===== config.mk =====
export PLATFORM = sky130hd
export DESIGN_NAME = stereo_top
export DESIGN_NICKNAME = d
export VERILOG_FILES = /design/src/verilog/stereo_pkg.sv /design/src/verilog/stereo_regs.sv /design/src/verilog/word_serializer.sv /design/src/verilog/stereo_interleaver.sv /design/src/verilog/out_skid_buffer.sv /design/src/verilog/stereo_top.sv
export SDC_FILE = /design/constraint.sdc
export NUM_CORES = 1
export LEC_CHECK = 0
export ABC_AREA = 1
export BUFFER_PORTS_ARGS = -buffer_cell sky130_fd_sc_hd__buf_2
export CORE_MARGIN = 2
export CORE_UTILIZATION = 45
export DETAILED_ROUTE_END_ITERATION = 16
export GPL_ROUTABILITY_DRIVEN = 0
export PLACE_DENSITY = 0.71
export SYNTH_ARGS = -nofsm -noshare
export SYNTH_HDL_FRONTEND = slang
export SYNTH_SLANG_ARGS = --single-unit

===== constraint.sdc =====
create_clock -name fclk -period 10.6 [get_ports fclk]
set_clock_uncertainty 0.2 [all_clocks]
set_input_delay 0 -clock fclk [delete_from_list [all_inputs] [get_ports fclk]]
set_output_delay 0 -clock fclk [all_outputs]
set_load 0.01 [all_outputs]

===== src/verilog/stereo_pkg.sv =====
`default_nettype none

package stereo_pkg;

    // ------------------------------
    // widths
    // ------------------------------
    localparam int cam_word_w  = 64;
    localparam int half_word_w = 32;
    localparam int frame_cnt_w = 16;
    localparam int wb_addr_w   = 2;
    localparam int wb_data_w   = 32;

    // ------------------------------
    // register map and commands
    // ------------------------------
    localparam logic [wb_addr_w-1:0] reg_cmd         = 2'd0;
    localparam logic [wb_addr_w-1:0] reg_frame_words = 2'd1;
    localparam logic [wb_addr_w-1:0] reg_status      = 2'd2;

    localparam logic [wb_data_w-1:0] cmd_start = 32'h1;
    localparam logic [wb_data_w-1:0] cmd_stop  = 32'h2;

    // one beat of the merged stereo stream
    typedef struct packed {
        logic [cam_word_w-1:0] data;
        logic                  last;
    } merged_beat_t;

    // registers to datapath
    typedef struct packed {
        logic                   running;
        logic [frame_cnt_w-1:0] frame_words;
    } stream_ctrl_t;

    // datapath to registers
    typedef struct packed {
        logic frame_done;
    } stream_status_t;

endpackage

`default_nettype wire


===== src/verilog/stereo_regs.sv =====
`timescale 1ns/1ps
`default_nettype none

module stereo_regs
    import stereo_pkg::*;
(
    input  logic                 fclk,
    input  logic                 rst_n,

    input  logic                 wb_cyc,
    input  logic                 wb_stb,
    input  logic                 wb_we,
    input  logic [wb_addr_w-1:0] wb_adr,
    input  logic [wb_data_w-1:0] wb_dat_w,
    output logic [wb_data_w-1:0] wb_dat_r,
    output logic                 wb_ack,

    output stream_ctrl_t         ctrl,
    input  stream_status_t       status
);

    logic                   running;
    logic [frame_cnt_w-1:0] frame_words;
    logic [frame_cnt_w-1:0] frame_cnt;
    logic                   req;
    logic                   wr_en;
    logic [wb_data_w-1:0]   rd_data;

    // one access per strobe, ack blocks a second one
    assign req   = wb_cyc && wb_stb && !wb_ack;
    assign wr_en = req && wb_we;

    // ------------------------------
    // bus handshake
    // ------------------------------
    always_ff @(posedge fclk) begin
        if (!rst_n) begin
            wb_ack <= 1'b0;
        end else begin
            wb_ack <= req;
        end
    end

    always_comb begin
        case (wb_adr)
            reg_cmd:         rd_data = '0;
            reg_frame_words: rd_data = {{(wb_data_w-frame_cnt_w){1'b0}}, frame_words};
            reg_status:      rd_data = {frame_cnt, 15'b0, running};
            default:         rd_data = '0;
        endcase
    end

    always_ff @(posedge fclk) begin
        if (req) begin
            wb_dat_r <= rd_data;
        end
    end

    // ------------------------------
    // control registers
    // ------------------------------
    always_ff @(posedge fclk) begin
        if (!rst_n) begin
            running     <= 1'b0;
            frame_words <= frame_cnt_w'(4);
        end else if (wr_en) begin
            if (wb_adr == reg_cmd) begin
                // unknown codes leave running alone
                if (wb_dat_w == cmd_start) begin
                    running <= 1'b1;
                end else if (wb_dat_w == cmd_stop) begin
                    running <= 1'b0;
                end
            end
            if (wb_adr == reg_frame_words) begin
                if (wb_dat_w[frame_cnt_w-1:0] == '0) begin
                    frame_words <= frame_cnt_w'(1);
                end else begin
                    frame_words <= wb_dat_w[frame_cnt_w-1:0];
                end
            end
        end
    end

    // completed frames, kept across stop
    always_ff @(posedge fclk) begin
        if (!rst_n) begin
            frame_cnt <= '0;
        end else if (status.frame_done) begin
            frame_cnt <= frame_cnt + 1'b1;
        end
    end

    assign ctrl.running     = running;
    assign ctrl.frame_words = frame_words;

endmodule

`default_nettype wire


===== src/verilog/word_serializer.sv =====
`timescale 1ns/1ps
`default_nettype none

module word_serializer
    import stereo_pkg::*;
(
    input  logic                   fclk,
    input  logic                   rst_n,

    input  logic                   running,

    input  logic                   in_valid,
    output logic                   in_ready,
    input  logic [cam_word_w-1:0]  in_data,

    output logic                   out_valid,
    input  logic                   out_ready,
    output logic [half_word_w-1:0] out_data
);

    logic [cam_word_w-1:0] word_q;
    logic                  full;
    logic                  hi_half;
    logic                  in_xfer;
    logic                  out_xfer;

    assign out_xfer = out_valid && out_ready;

    // refill while the high half leaves
    assign in_ready = running && (!full || (hi_half && out_ready));
    assign in_xfer  = in_valid && in_ready;

    always_ff @(posedge fclk) begin
        if (!rst_n) begin
            full    <= 1'b0;
            hi_half <= 1'b0;
        end else if (in_xfer) begin
            full    <= 1'b1;
            hi_half <= 1'b0;
        end else if (out_xfer) begin
            full    <= !hi_half;
            hi_half <= !hi_half;
        end
    end

    always_ff @(posedge fclk) begin
        if (in_xfer) begin
            word_q <= in_data;
        end
    end

    // low half goes first
    assign out_valid = full;
    assign out_data  = hi_half ? word_q[cam_word_w-1:half_word_w] : word_q[half_word_w-1:0];

endmodule

`default_nettype wire


===== src/verilog/stereo_interleaver.sv =====
`timescale 1ns/1ps
`default_nettype none

module stereo_interleaver
    import stereo_pkg::*;
(
    input  logic                   fclk,
    input  logic                   rst_n,

    input  logic [frame_cnt_w-1:0] frame_words,

    input  logic                   a_valid,
    output logic                   a_ready,
    input  logic [half_word_w-1:0] a_data,

    input  logic                   b_valid,
    output logic                   b_ready,
    input  logic [half_word_w-1:0] b_data,

    output logic                   out_valid,
    input  logic                   out_ready,
    output merged_beat_t           out_beat,

    output stream_status_t         status
);

    logic                   valid_q;
    merged_beat_t           beat_q;
    logic                   done_q;
    logic [frame_cnt_w-1:0] word_cnt;
    logic                   take;
    logic                   is_last;
    logic [cam_word_w-1:0]  merged_data;

    // both sides move together
    assign take    = a_valid && b_valid && (!valid_q || out_ready);
    assign a_ready = take;
    assign b_ready = take;

    // >= so a shortened frame length still closes the frame
    assign is_last = (word_cnt >= frame_words);

    // a byte above b byte, msb first
    always_comb begin
        merged_data = '0;
        for (int i = 0; i < half_word_w / 8; i++) begin
            merged_data[16*i+8 +: 8] = a_data[8*i +: 8];
            merged_data[16*i   +: 8] = b_data[8*i +: 8];
        end
    end

    always_ff @(posedge fclk) begin
        if (!rst_n) begin
            valid_q  <= 1'b0;
            done_q   <= 1'b0;
            word_cnt <= frame_cnt_w'(1);
        end else begin
            done_q <= take && is_last;
            if (take) begin
                valid_q  <= 1'b1;
                word_cnt <= is_last ? frame_cnt_w'(1) : word_cnt + 1'b1;
            end else if (out_ready) begin
                valid_q <= 1'b0;
            end
        end
    end

    always_ff @(posedge fclk) begin
        if (take) begin
            beat_q.data <= merged_data;
            beat_q.last <= is_last;
        end
    end

    assign out_valid         = valid_q;
    assign out_beat          = beat_q;
    assign status.frame_done = done_q;

endmodule

`default_nettype wire


===== src/verilog/out_skid_buffer.sv =====
`timescale 1ns/1ps
`default_nettype none

module out_skid_buffer
    import stereo_pkg::*;
(
    input  logic                  fclk,
    input  logic                  rst_n,

    input  logic                  in_valid,
    output logic                  in_ready,
    input  merged_beat_t          in_beat,

    output logic                  out_valid,
    input  logic                  out_ready,
    output logic [cam_word_w-1:0] out_data,
    output logic                  out_last
);

    logic         main_valid;
    logic         skid_valid;
    merged_beat_t main_beat;
    merged_beat_t skid_beat;
    logic         push;
    logic         load_main;

    // registered ready, only the skid slot decides
    assign in_ready  = !skid_valid;
    assign push      = in_valid && in_ready;
    assign load_main = !main_valid || out_ready;

    always_ff @(posedge fclk) begin
        if (!rst_n) begin
            main_valid <= 1'b0;
            skid_valid <= 1'b0;
        end else if (load_main) begin
            main_valid <= skid_valid || push;
            skid_valid <= 1'b0;
        end else if (push) begin
            skid_valid <= 1'b1;
        end
    end

    // older beat in skid goes out first
    always_ff @(posedge fclk) begin
        if (load_main) begin
            main_beat <= skid_valid ? skid_beat : in_beat;
        end else if (push) begin
            skid_beat <= in_beat;
        end
    end

    assign out_valid = main_valid;
    assign out_data  = main_beat.data;
    assign out_last  = main_beat.last;

endmodule

`default_nettype wire


===== src/verilog/stereo_top.sv =====
`timescale 1ns/1ps
`default_nettype none

module stereo_top
    import stereo_pkg::*;
(
    input  logic                  fclk,
    input  logic                  rst_n,

    input  logic                  wb_cyc,
    input  logic                  wb_stb,
    input  logic                  wb_we,
    input  logic [wb_addr_w-1:0]  wb_adr,
    input  logic [wb_data_w-1:0]  wb_dat_w,
    output logic [wb_data_w-1:0]  wb_dat_r,
    output logic                  wb_ack,

    input  logic                  cam0_valid,
    output logic                  cam0_ready,
    input  logic [cam_word_w-1:0] cam0_data,

    input  logic                  cam1_valid,
    output logic                  cam1_ready,
    input  logic [cam_word_w-1:0] cam1_data,

    output logic                  out_valid,
    input  logic                  out_ready,
    output logic [cam_word_w-1:0] out_data,
    output logic                  out_last
);

    stream_ctrl_t           ctrl;
    stream_status_t         status;

    logic                   ser0_valid;
    logic                   ser0_ready;
    logic [half_word_w-1:0] ser0_data;
    logic                   ser1_valid;
    logic                   ser1_ready;
    logic [half_word_w-1:0] ser1_data;

    logic                   merged_valid;
    logic                   merged_ready;
    merged_beat_t           merged_beat;

    // ------------------------------
    // control
    // ------------------------------
    stereo_regs regs_inst (
        .fclk     (fclk),
        .rst_n    (rst_n),
        .wb_cyc   (wb_cyc),
        .wb_stb   (wb_stb),
        .wb_we    (wb_we),
        .wb_adr   (wb_adr),
        .wb_dat_w (wb_dat_w),
        .wb_dat_r (wb_dat_r),
        .wb_ack   (wb_ack),
        .ctrl     (ctrl),
        .status   (status)
    );

    // ------------------------------
    // input side, one per camera
    // ------------------------------
    word_serializer ser_cam0 (
        .fclk      (fclk),
        .rst_n     (rst_n),
        .running   (ctrl.running),
        .in_valid  (cam0_valid),
        .in_ready  (cam0_ready),
        .in_data   (cam0_data),
        .out_valid (ser0_valid),
        .out_ready (ser0_ready),
        .out_data  (ser0_data)
    );

    word_serializer ser_cam1 (
        .fclk      (fclk),
        .rst_n     (rst_n),
        .running   (ctrl.running),
        .in_valid  (cam1_valid),
        .in_ready  (cam1_ready),
        .in_data   (cam1_data),
        .out_valid (ser1_valid),
        .out_ready (ser1_ready),
        .out_data  (ser1_data)
    );

    // ------------------------------
    // merge and output
    // ------------------------------
    stereo_interleaver interleaver_inst (
        .fclk        (fclk),
        .rst_n       (rst_n),
        .frame_words (ctrl.frame_words),
        .a_valid     (ser0_valid),
        .a_ready     (ser0_ready),
        .a_data      (ser0_data),
        .b_valid     (ser1_valid),
        .b_ready     (ser1_ready),
        .b_data      (ser1_data),
        .out_valid   (merged_valid),
        .out_ready   (merged_ready),
        .out_beat    (merged_beat),
        .status      (status)
    );

    out_skid_buffer skid_inst (
        .fclk      (fclk),
        .rst_n     (rst_n),
        .in_valid  (merged_valid),
        .in_ready  (merged_ready),
        .in_beat   (merged_beat),
        .out_valid (out_valid),
        .out_ready (out_ready),
        .out_data  (out_data),
        .out_last  (out_last)
    );

endmodule

`default_nettype wire


==> results of run 1 <==
[routing by layer]
metal  track usage  wire length, um  share of wire  vias up
li1              -                -              -     5358
met1         0.248            15100           0.38     5219
met2         0.381            19800           0.50      411
met3        0.0443             2480          0.063      120
met4         0.116             1920          0.049        0
met5             0                0              0        -
[layout make-up]
class / instances / area share
flip-flops and latches: 413 / 0.548
repair buffers: 566 / 0.199
multi-input cells: 704 / 0.147
clock buffers: 48 / 0.0487
well taps: 455 / 0.0264
inverters: 103 / 0.0180
clock inverters: 28 / 0.0132
diodes: 2 / 0.000232
[power by group through the flow]
stage	clock network [W]	registers, W	logic, W
after floorplan	0	0.00179	0.0000161
after detailed placement	0	0.00179	0.0000604
final	0.00146	0.00176	0.000148
after global routing	0.00154	0.00176	0.000158
after global placement	0	0.00179	0.0000592
after CTS	0.00147	0.00176	0.000139
[stage by stage]
stage | utilization | power (W) | area, sq um | worst slack [ps] | hold slack (ps)
final | 0.630 | 0.00337 | 21600 | 6780 | 12.9
after global routing | 0.629 | 0.00346 | 21600 | 6520 | -10.4
after floorplan | - | 0.00181 | 15500 | 3410 | -101
after detailed placement | 0.507 | 0.00185 | 17400 | 7340 | -21.9
after CTS | 0.629 | 0.00337 | 21600 | 6890 | 0.482
after global placement | 0.507 | 0.00185 | 17400 | 7450 | -23.5
[cell families (layout without fill, tap and decap cells)]
family	after synthesis	after routing	share of synthesized area
AO/OA/AOI/OAI	78	78	0.0264
XOR/XNOR	11	11	0.00621
adder cells (fa/ha/maj)	21	21	0.0169
buffers and inverters	143	745	0.0359
flip-flops	413	413	0.762
multiplexers	1	1	0.000645
other	0	2	0
AND/OR/NAND/NOR	593	593	0.152
[cell usage after synthesis (9+ instances only)]
| cell | n | area share |
|---|---|---|
| nand2_1 | 470 | 0.11 |
| o21ai_0 | 31 | 0.010 |
| nor2_1 | 71 | 0.017 |
| clkbuf_1 | 31 | 0.0075 |
| inv_1 | 99 | 0.024 |
| ha_1 | 21 | 0.017 |
| dfxtp_1 | 58 | 0.075 |
| nor3_1 | 12 | 0.0039 |
| a21oi_1 | 38 | 0.012 |
| nand3_1 | 15 | 0.0048 |
| xor2_1 | 10 | 0.0056 |
| nand4_1 | 9 | 0.0036 |
| edfxtp_1 | 355 | 0.69 |
[registers in the layout, summed over array words and instances, names as in the netlist, 16 cells and up]
register,count
ser_cam1.word_q,64
regs_inst.frame_words,16
interleaver_inst.word_cnt,16
skid_inst.out_data,64
interleaver_inst.out_beat,65
skid_inst.skid_beat,65
ser_cam0.word_q,64
regs_inst.frame_cnt,16
regs_inst.wb_dat_r,32
[worst paths after layout]
kind	start	to	slack, ps	depth (start not counted)
worst max-delay path	wb_stb	regs_inst.running	6780	16
worst min-delay path	cam1_data[1]	ser_cam1.word_q[1]	10	2
worst max register to register	regs_inst.wb_ack	regs_inst.running	7150	12
worst min register to register	interleaver_inst.out_beat[11]	skid_inst.skid_beat[11]	240	0
==> flow_metrics.py, run 1 <==
metrics = {
    "run_status": {
        "status": "finished, final reports clean",
    },
    "timing": {
        "setup_tns_ps": 0,
        "clock.fmax_ghz": 0.262,
        "post-route-min-period_ps": 3820,
        "relSlewSlack": 0.195,
        "worstMarginPinSlew_ps": 1210,
        "fin_crit_sh": 0.360,
        "finalHoldViolations": 0,
        "finalSetupViolations": 0,
        "final_max_slew_viol_count": 0,
        "rsz0062_at_grt": "false",
    },
    "die": {
        "die-area_sq_mm": 0.0360,
        "fp.dieW_um": 190,
        "io_pins": 271,
        "core_area_sq_mm": 0.0343,
        "die_h_um": 190,
        "rows": 68,
        "start_util": 0.453,
    },
    "cells_and_area": {
        "multi_input_comb_area_sq_mm": 0.00317,
        "drive_above_1_share": 0.193,
        "final_nets": 2020,
        "stdcell_count": 2319,
        "final_common_cell": "nand2_1",
        "seqCellArea_sq_mm": 0.0118,
        "mostFrequentLayoutCells": "nand2_1, edfxtp_1, dlygate4sd3_1, buf_2, inv_1",
        "syn_to_final_growth_pct": 39.1,
        "fillCellCount": 2466,
    },
    "route": {
        "wl_per_cell_um": 16.9,
        "drcViolationCount": 0,
        "detail-route-antenna-nets": 0,
        "routed_wirelength_um": 39300,
        "firstDrtPassIters": 5,
        "vias_per_cell": 4.79,
        "dr_total_vias": 11100,
        "first_iter_violations": 684,
    },
    "global_routing": {
        "grt_pass1_vias": 11600,
        "antenna_found_initial": 1,
        "grt_pass1_wl_um": 59500,
        "grt_max_degree": 69,
        "grt.total_usage": 0.216,
        "overflow": 0,
    },
    "power_and_ir_drop": {
        "clkPwrFrac": 0.434,
        "peakVddDrop_v": 0.000103,
        "switching_share": 0.201,
        "pwr-share-comb": 0.044,
        "power.internal_w": 0.00269,
        "power_density_mw_per_mm2": 156,
        "p_switching_w": 0.000676,
        "leakage_nw": 8.86,
        "power.share.sequential": 0.522,
    },
    "critical_path": {
        "crit_arrival_ps": 4050,
        "crit_family": "buffers and inverters",
        "crit_slowest_cell": "dlygate4sd3_1",
        "worst-path-buf-inv": 8,
        "crit_type": "in -> reg",
        "crit_fanout": 33,
        "path_cells": "dlygate4sd3_1, buf_2, nand2_1, dlygate4sd3_1, nor2_2, buf_4, inv_1, nor2_1, nand4_1, nor2_1, nand2_1, dlygate4sd3_1, nand2_1, dlygate4sd3_1, nor2_1, dlygate4sd3_1",
        "critical_path_required_ps": 10830,
        "end_kind": "flop",
        "cpPeakStageDelay_ps": 570,
        "cp-start-kind": "primary input",
        "crit_path_frequent_cell": "dlygate4sd3_1",
    },
    "clock_tree": {
        "cts_buffers": 41,
        "root_buffer": "clkbuf_16",
        "cts_setup_buffers": 0,
        "clock_sinks": 413,
        "htreeDepth": 2,
        "clkLatencyLatePin_ps": 550,
        "cts_tree": "done",
        "ctsHoldBuffers": 284,
        "cts_resized": 0,
        "path_clk_slew_ps": 60,
        "cts.path.max_buffers": 3,
    },
    "synth": {
        "synth_edf_count": 355,
        "yosysUniqueCellTypes": 33,
        "synth_flop_cell": "edfxtp_1",
        "synth_seq_area_share": 0.762,
        "synthCells": 1260,
        "synth_area_sq_mm": 0.0155,
        "async_flop_share": 0,
        "syn_nets": 1451,
        "syn_avg_cell_area_sq_um": 12.3,
        "yosysWarningCount": 0,
        "ys_ff_latch": 413,
    },
    "place": {
        "dp.cells": 1954,
        "place_hpwl_um": 21000,
        "port_buffers": 270,
    },
    "worst_hold_path": {
        "hp-class": "in -> reg",
    },
    "flow_run": {
        "maxCapViolations": 0,
    },
}
(Power assumes the default switching activity.)
==> run 2: changes to the inputs <==
--- a/config.mk
+++ b/config.mk
@@ -5,7 +5,7 @@
 export SDC_FILE = /design/constraint.sdc
 export NUM_CORES = 1
 export LEC_CHECK = 0
-export ABC_AREA = 1
+export ABC_AREA = 0
 export BUFFER_PORTS_ARGS = -buffer_cell sky130_fd_sc_hd__buf_2
 export CORE_MARGIN = 2
 export CORE_UTILIZATION = 45
==> constraint.sdc (replaced) <==
create_clock -name fclk -period 3.7 [get_ports fclk]
set_clock_uncertainty 0.2 [all_clocks]
set_input_delay 0 -clock fclk [delete_from_list [all_inputs] [get_ports fclk]]
set_output_delay 0 -clock fclk [all_outputs]
set_load 0.01 [all_outputs]
==> run 2 against run 1 <==
Routed wire length down 6.0%. Worst hold slack improved by 15 ps. Count of clock-buffer cells in the layout rose by 6. Sequential cell count unchanged. Via count down 14%. Register-to-register slack got worse by 6800 ps. Cell count fell by 17%. Cell area increased by 0.26%. First-iteration DRC count down 30%. Sequential share of layout area decreased by 0.12 points. Critical path depth fell by 5. Clock power grew to 3.2 times the previous value.
==> flow_metrics.py, run 2 <==
metrics = {
    "cells_and_area": {
        "fillCellCount": 2224,
        "post-route-util": 0.644,
        "syn_to_final_growth_pct": 40.7,
        "mostFrequentLayoutCells": "edfxtp_1, dlygate4sd3_1, buf_2, mux2_2",
        "drive_above_1_share": 0.332,
        "final_common_cell": "edfxtp_1",
        "final_nets": 1640,
    },
    "route": {
        "drcViolationCount": 0,
        "firstDrtPassIters": 5,
        "met2WireLength_um": 19000,
        "vias_per_cell": 4.95,
        "detail-route-antenna-nets": 0,
        "routed.top_layer": "met5",
        "wl_met1_um": 14100,
        "dr_total_vias": 9572,
        "wl_per_cell_um": 19.1,
        "first_iter_violations": 477,
        "met3WireLength_um": 2000,
        "routed_wirelength_um": 36900,
    },
    "critical_path": {
        "critPathLaunch": "wb_dat_w[25]",
        "end_kind": "flop",
        "critical_path_required_ps": 3910,
        "crit_slowest_cell": "dlygate4sd3_1",
        "r2r-end": "regs_inst.frame_words[2]",
        "crit_arrival_ps": 3550,
        "crit_type": "in -> reg",
        "path_cells": "dlygate4sd3_1, buf_2, nor4_1, dlygate4sd3_1, nand2_1, dlygate4sd3_1, nor4_1, dlygate4sd3_1, mux2i_1, dlygate4sd3_1, nor2_1",
        "rr_worst_depth": 7,
        "r2r-start": "regs_inst.wb_ack",
        "ff2ff_setup_slack_ps": 400,
        "cp-start-kind": "primary input",
        "crit_path_frequent_cell": "dlygate4sd3_1",
        "cpPeakStageDelay_ps": 600,
        "crit_fanout": 1,
    },
    "power_and_ir_drop": {
        "power_density_mw_per_mm2": 465,
        "leakage_nw": 8.24,
        "peakVddDrop_v": 0.000406,
    },
    "synth": {
        "synth_area_sq_mm": 0.0154,
        "synth_top_area_cell": "edfxtp_1",
        "yosysWarningCount": 0,
        "synth_edf_count": 355,
        "yosys-top-cells-count": "edfxtp_1, mux2_2, dfxtp_1",
        "yosysUniqueCellTypes": 46,
        "yosysTopAreaCellShare": 0.693,
        "synth_area_leaders": "edfxtp_1, mux2_2, dfxtp_1",
        "syn_nets": 1062,
        "synthCells": 871,
        "synth_seq_area_share": 0.768,
        "async_flop_share": 0,
        "syn_avg_cell_area_sq_um": 17.7,
        "synth_flop_cell": "edfxtp_1",
        "ys_ff_latch": 413,
        "synth.most_common_cell": "edfxtp_1",
    },
    "global_routing": {
        "grt_pass1_wl_um": 56000,
        "grt_max_degree": 76,
        "antenna_found_initial": 3,
        "grt_pass1_vias": 10400,
        "grt.total_usage": 0.204,
        "overflow": 0,
    },
    "timing": {
        "finalHoldViolations": 0,
        "rsz0062_at_grt": "false",
        "setup_tns_ps": 0,
        "fin_crit_sh": 0.902,
        "post-route-min-period_ps": 3340,
        "relSlewSlack": 0.306,
        "finalSetupViolations": 0,
        "worstMarginPinSlew_ps": 1040,
        "clock.fmax_ghz": 0.300,
        "final_max_slew_viol_count": 0,
    },
    "die": {
        "rows": 67,
        "die-area_sq_mm": 0.0357,
        "fp.dieW_um": 189,
        "io_pins": 271,
        "die_h_um": 189,
        "start_util": 0.458,
        "core_area_sq_mm": 0.0336,
    },
    "place": {
        "port_buffers": 270,
        "place_hpwl_um": 18500,
    },
    "run_status": {
        "status": "finished, final reports clean",
    },
    "clock_tree": {
        "cts_setup_buffers": 0,
        "clock_sinks": 413,
        "root_buffer": "clkbuf_16",
        "cts_buffers": 44,
        "cts_resized": 0,
        "ctsHoldBuffers": 282,
        "cts_tree": "done",
        "clkLatencyLatePin_ps": 550,
        "cts.path.max_buffers": 3,
        "htreeDepth": 2,
        "path_clk_slew_ps": 60,
    },
    "flow_run": {
        "maxCapViolations": 0,
    },
    "worst_hold_path": {
        "hp-class": "in -> reg",
        "min-delay-start": "wb_stb",
        "hold_depth": 3,
        "holdPathEnd": "regs_inst.wb_dat_r[11]",
    },
}
==> run 2: changes by cell type after synthesis, moves of 13 or more <==
cell and delta:
a21oi_1 -24, and2_1 +17, and3_1 +22, clkbuf_1 -20, inv_1 -78, mux2_2 +129, mux2i_1 +17, nand2_1 -444
nor2_1 -14, o21ai_0 -23, xor2_1 +13
==> run 2: power by group <==
group	switching, W	internal (W)	leakage (nW)	total (W)
Combinational	0.000141	0.000277	3.72	0.000418
Sequential	0.00000537	0.00502	3.78	0.00503
Clock	0.00183	0.00278	0.739	0.00461
==> run 2: layout make-up <==
type | instances | area [sq um] | area share
diodes | 3 | 7.51 | 0.000347
clock buffers | 54 | 1180 | 0.0545
inverters | 21 | 78.8 | 0.00364
well taps | 448 | 561 | 0.0259
repair buffers | 562 | 4260 | 0.197
clock inverters | 26 | 342 | 0.0158
flip-flops and latches | 413 | 11800 | 0.547
multi-input cells | 407 | 3380 | 0.156
==> run 2: worst max-delay path, delay by kind of cell <==
| family | cells | cell delay, ps |
|---|---|---|
| muxes | 1 | 200 |
| and+or+nand+nor | 4 | 360 |
| buffers and inverters | 6 | 2990 |
==> run 2: per-stage QoR <==
step | cell area, sq um | hold slack [ps] | std cells | setup slack [ps] | total power (W)
floorplan | 15400 | -138 | 871 | 59.3 | 0.00518
global placement | 17300 | -23.7 | 1569 | 1150 | 0.00530
detailed placement | 17300 | -21.9 | 1569 | 1090 | 0.00530
CTS | 21600 | 7.88 | 1931 | 433 | 0.0101
global route | 21600 | 10.5 | 1933 | 186 | 0.0103
finish | 21600 | 28.1 | 1934 | 364 | 0.0101
==> run 2: layer usage <==
metal,vias to the layer above,track usage
met2,333,0.366
met1,4673,0.230
met5,-,0
met4,2,0.106
met3,113,0.0426
li1,4451,-
==> run 2: how the worst max path moves through the flow <==
stage | endpoint | slack (ps) | cells past startpoint
global route | regs_inst.running | 190 | 11
global placement | interleaver_inst.word_cnt[7] | 1150 | 6
finish | regs_inst.running | 360 | 11
CTS | regs_inst.running | 430 | 11
floorplan | ser_cam0.word_q[0] | 60 | 5
detailed placement | interleaver_inst.word_cnt[7] | 1090 | 6
==> run 2: cell families after synthesis <==
kind of cell	count (synthesis)	synth area share
flops	413	0.768
xor+xnor	29	0.0165
fa+ha+maj	21	0.0171
mux	147	0.106
compound gates	33	0.0148
simple gates	177	0.0627
buf+inv	51	0.0144
==> run 3: changes to the inputs <==
--- a/config.mk
+++ b/config.mk
@@ -11,7 +11,7 @@
 export CORE_UTILIZATION = 45
 export DETAILED_ROUTE_END_ITERATION = 16
 export GPL_ROUTABILITY_DRIVEN = 0
-export PLACE_DENSITY = 0.71
+export PLACE_DENSITY_LB_ADDON = 0.1
 export SYNTH_ARGS = -nofsm -noshare
 export SYNTH_HDL_FRONTEND = slang
 export SYNTH_SLANG_ARGS = --single-unit
==> run 3 against run 2 <==
Sequential power barely moved. Cell area fell by 0.48%. Global-route usage fell by 1.5 points. Critical path depth fell by 5. Largest power group unchanged. Utilization fell by 0.31 points. Critical path type is now reg -> reg.
==> flow_metrics.py, run 3 (synthesis gave the netlist of run 2 again) <==
metrics = {
    "run_status": {
        "status": "finished, final reports clean",
    },
    "power_and_ir_drop": {
        "power_density_mw_per_mm2": 454,
        "peakVddDrop_v": 0.000370,
        "p_total_w": 0.00977,
        "leakage_nw": 8.20,
    },
    "timing": {
        "fin_crit_sh": 0.920,
        "setup_ws_ps": 295,
        "final_max_slew_viol_count": 0,
        "worstMarginPinSlew_ps": 1100,
        "finalHoldViolations": 0,
        "timing.hold.ws_ps": 31.1,
        "finalSetupViolations": 0,
        "post-route-min-period_ps": 3410,
        "setup_tns_ps": 0,
        "relSlewSlack": 0.266,
        "rsz0062_at_grt": "false",
        "clock.fmax_ghz": 0.294,
    },
    "place": {
        "dp_slack_ps": 1020,
        "place_hpwl_um": 19600,
        "port_buffers": 270,
    },
    "clock_tree": {
        "clock_sinks": 413,
        "cts.path.max_buffers": 3,
        "htreeDepth": 2,
        "root_buffer": "clkbuf_16",
        "path_clk_slew_ps": 60,
        "clkLatencyLatePin_ps": 530,
        "cts_buffers": 43,
        "cts_tree": "done",
        "cts_resized": 0,
        "cts_setup_buffers": 0,
    },
    "critical_path": {
        "r2r-start": "regs_inst.wb_ack",
        "ff2ff_setup_slack_ps": 290,
        "r2r-end": "regs_inst.frame_words[2]",
        "rr_worst_depth": 6,
        "crit_arrival_ps": 3630,
        "crit_fanout": 16,
        "end_kind": "flop",
        "critical_path_required_ps": 3920,
        "crit_type": "reg -> reg",
        "cp-start-kind": "flop",
    },
    "die": {
        "die_h_um": 189,
        "core_area_sq_mm": 0.0336,
        "start_util": 0.458,
        "rows": 67,
        "fp.dieW_um": 189,
        "io_pins": 271,
        "die-area_sq_mm": 0.0357,
    },
    "route": {
        "dr_total_vias": 9321,
        "firstDrtPassIters": 4,
        "first_iter_violations": 442,
        "routed_wirelength_um": 34200,
        "detail-route-antenna-nets": 0,
        "drcViolationCount": 0,
        "wl_per_cell_um": 17.7,
        "vias_per_cell": 4.82,
    },
    "cells_and_area": {
        "mostFrequentLayoutCells": "edfxtp_1, dlygate4sd3_1, buf_2, mux2_2",
        "fillCellCount": 2415,
        "syn_to_final_growth_pct": 40.0,
        "drive_above_1_share": 0.329,
        "final_nets": 1639,
        "final_common_cell": "edfxtp_1",
    },
    "global_routing": {
        "busiest_layer": "met2",
        "antenna_found_initial": 2,
        "grt_pass1_wl_um": 52900,
        "grt_use_met2": 0.317,
        "grt_pass1_vias": 9741,
        "overflow": 0,
        "grt_use_met3": 0.0443,
        "use_met1": 0.246,
        "grt.total_usage": 0.190,
        "grt_max_degree": 76,
    },
    "worst_hold_path": {
        "min-delay-start": "cam1_data[30]",
        "holdPathEnd": "ser_cam1.word_q[30]",
        "hold_depth": 2,
        "hp-class": "in -> reg",
    },
    "flow_run": {
        "maxCapViolations": 0,
    },
}
run 3: metal layers:
layer | vias to the layer above | part of all wire
li1 | 4455 | -
met1 | 4547 | 0.43
met2 | 254 | 0.48
met3 | 65 | 0.057
met4 | 0 | 0.028
met5 | - | 0
run 3: layout make-up:
type | count | area, sq um | area share
diodes | 2 | 5.00 | 0.000232
clock buffers | 57 | 1190 | 0.0553
clock inverters | 22 | 234 | 0.0109
inverters | 21 | 78.8 | 0.00366
multi-input cells | 407 | 3380 | 0.157
flip-flops and latches | 413 | 11800 | 0.549
well taps | 448 | 561 | 0.0260
repair buffers | 562 | 4260 | 0.198
run 3: power breakdown:
group          total [W]  switching (W)  internal, W  leakage, nW
registers        0.00503     0.00000625      0.00502         3.78
logic           0.000411       0.000135     0.000275         3.73
clock network    0.00433        0.00172      0.00261        0.688
total            0.00977        0.00186      0.00791         8.20
run 3: worst max path at each step:
stage                       start                             to  slack (ps)  cells past startpoint
6_report         regs_inst.wb_ack       regs_inst.frame_words[2]         290                      6
5_1_grt          regs_inst.wb_ack       regs_inst.frame_words[2]         120                      6
4_1_cts          regs_inst.wb_ack       regs_inst.frame_words[2]         350                      6
3_5_place_dp   ser_cam0.out_valid  interleaver_inst.word_cnt[12]        1020                      6
3_3_place_gp   ser_cam1.out_valid   interleaver_inst.word_cnt[7]        1080                      6
2_1_floorplan  ser_cam0.out_valid             ser_cam0.word_q[0]          60                      5
run 3: what timing repair did:
item / in CTS / in global routing
setup endpoints to repair: 0 / 0
endpoints found under the hold margin: 201 / 0
hold buffers: 280 / 0
run 3: worst max-delay path: stages (launching register included):
cell and delay, ps:
dfxtp_1 310, and3b_1 710, nand3_2 590, mux2i_1 300, dlygate4sd3_1 580, nand2_1 50
dlygate4sd3_1 550
run 3: metrics by stage:
stage,instance area (sq um),util,std cells
finish,21500,0.641,1932
global route,21500,0.641,1932
CTS,21500,0.641,1930
detailed placement,17300,0.515,1571
global placement,17300,0.515,1571
floorplan,15400,-,871
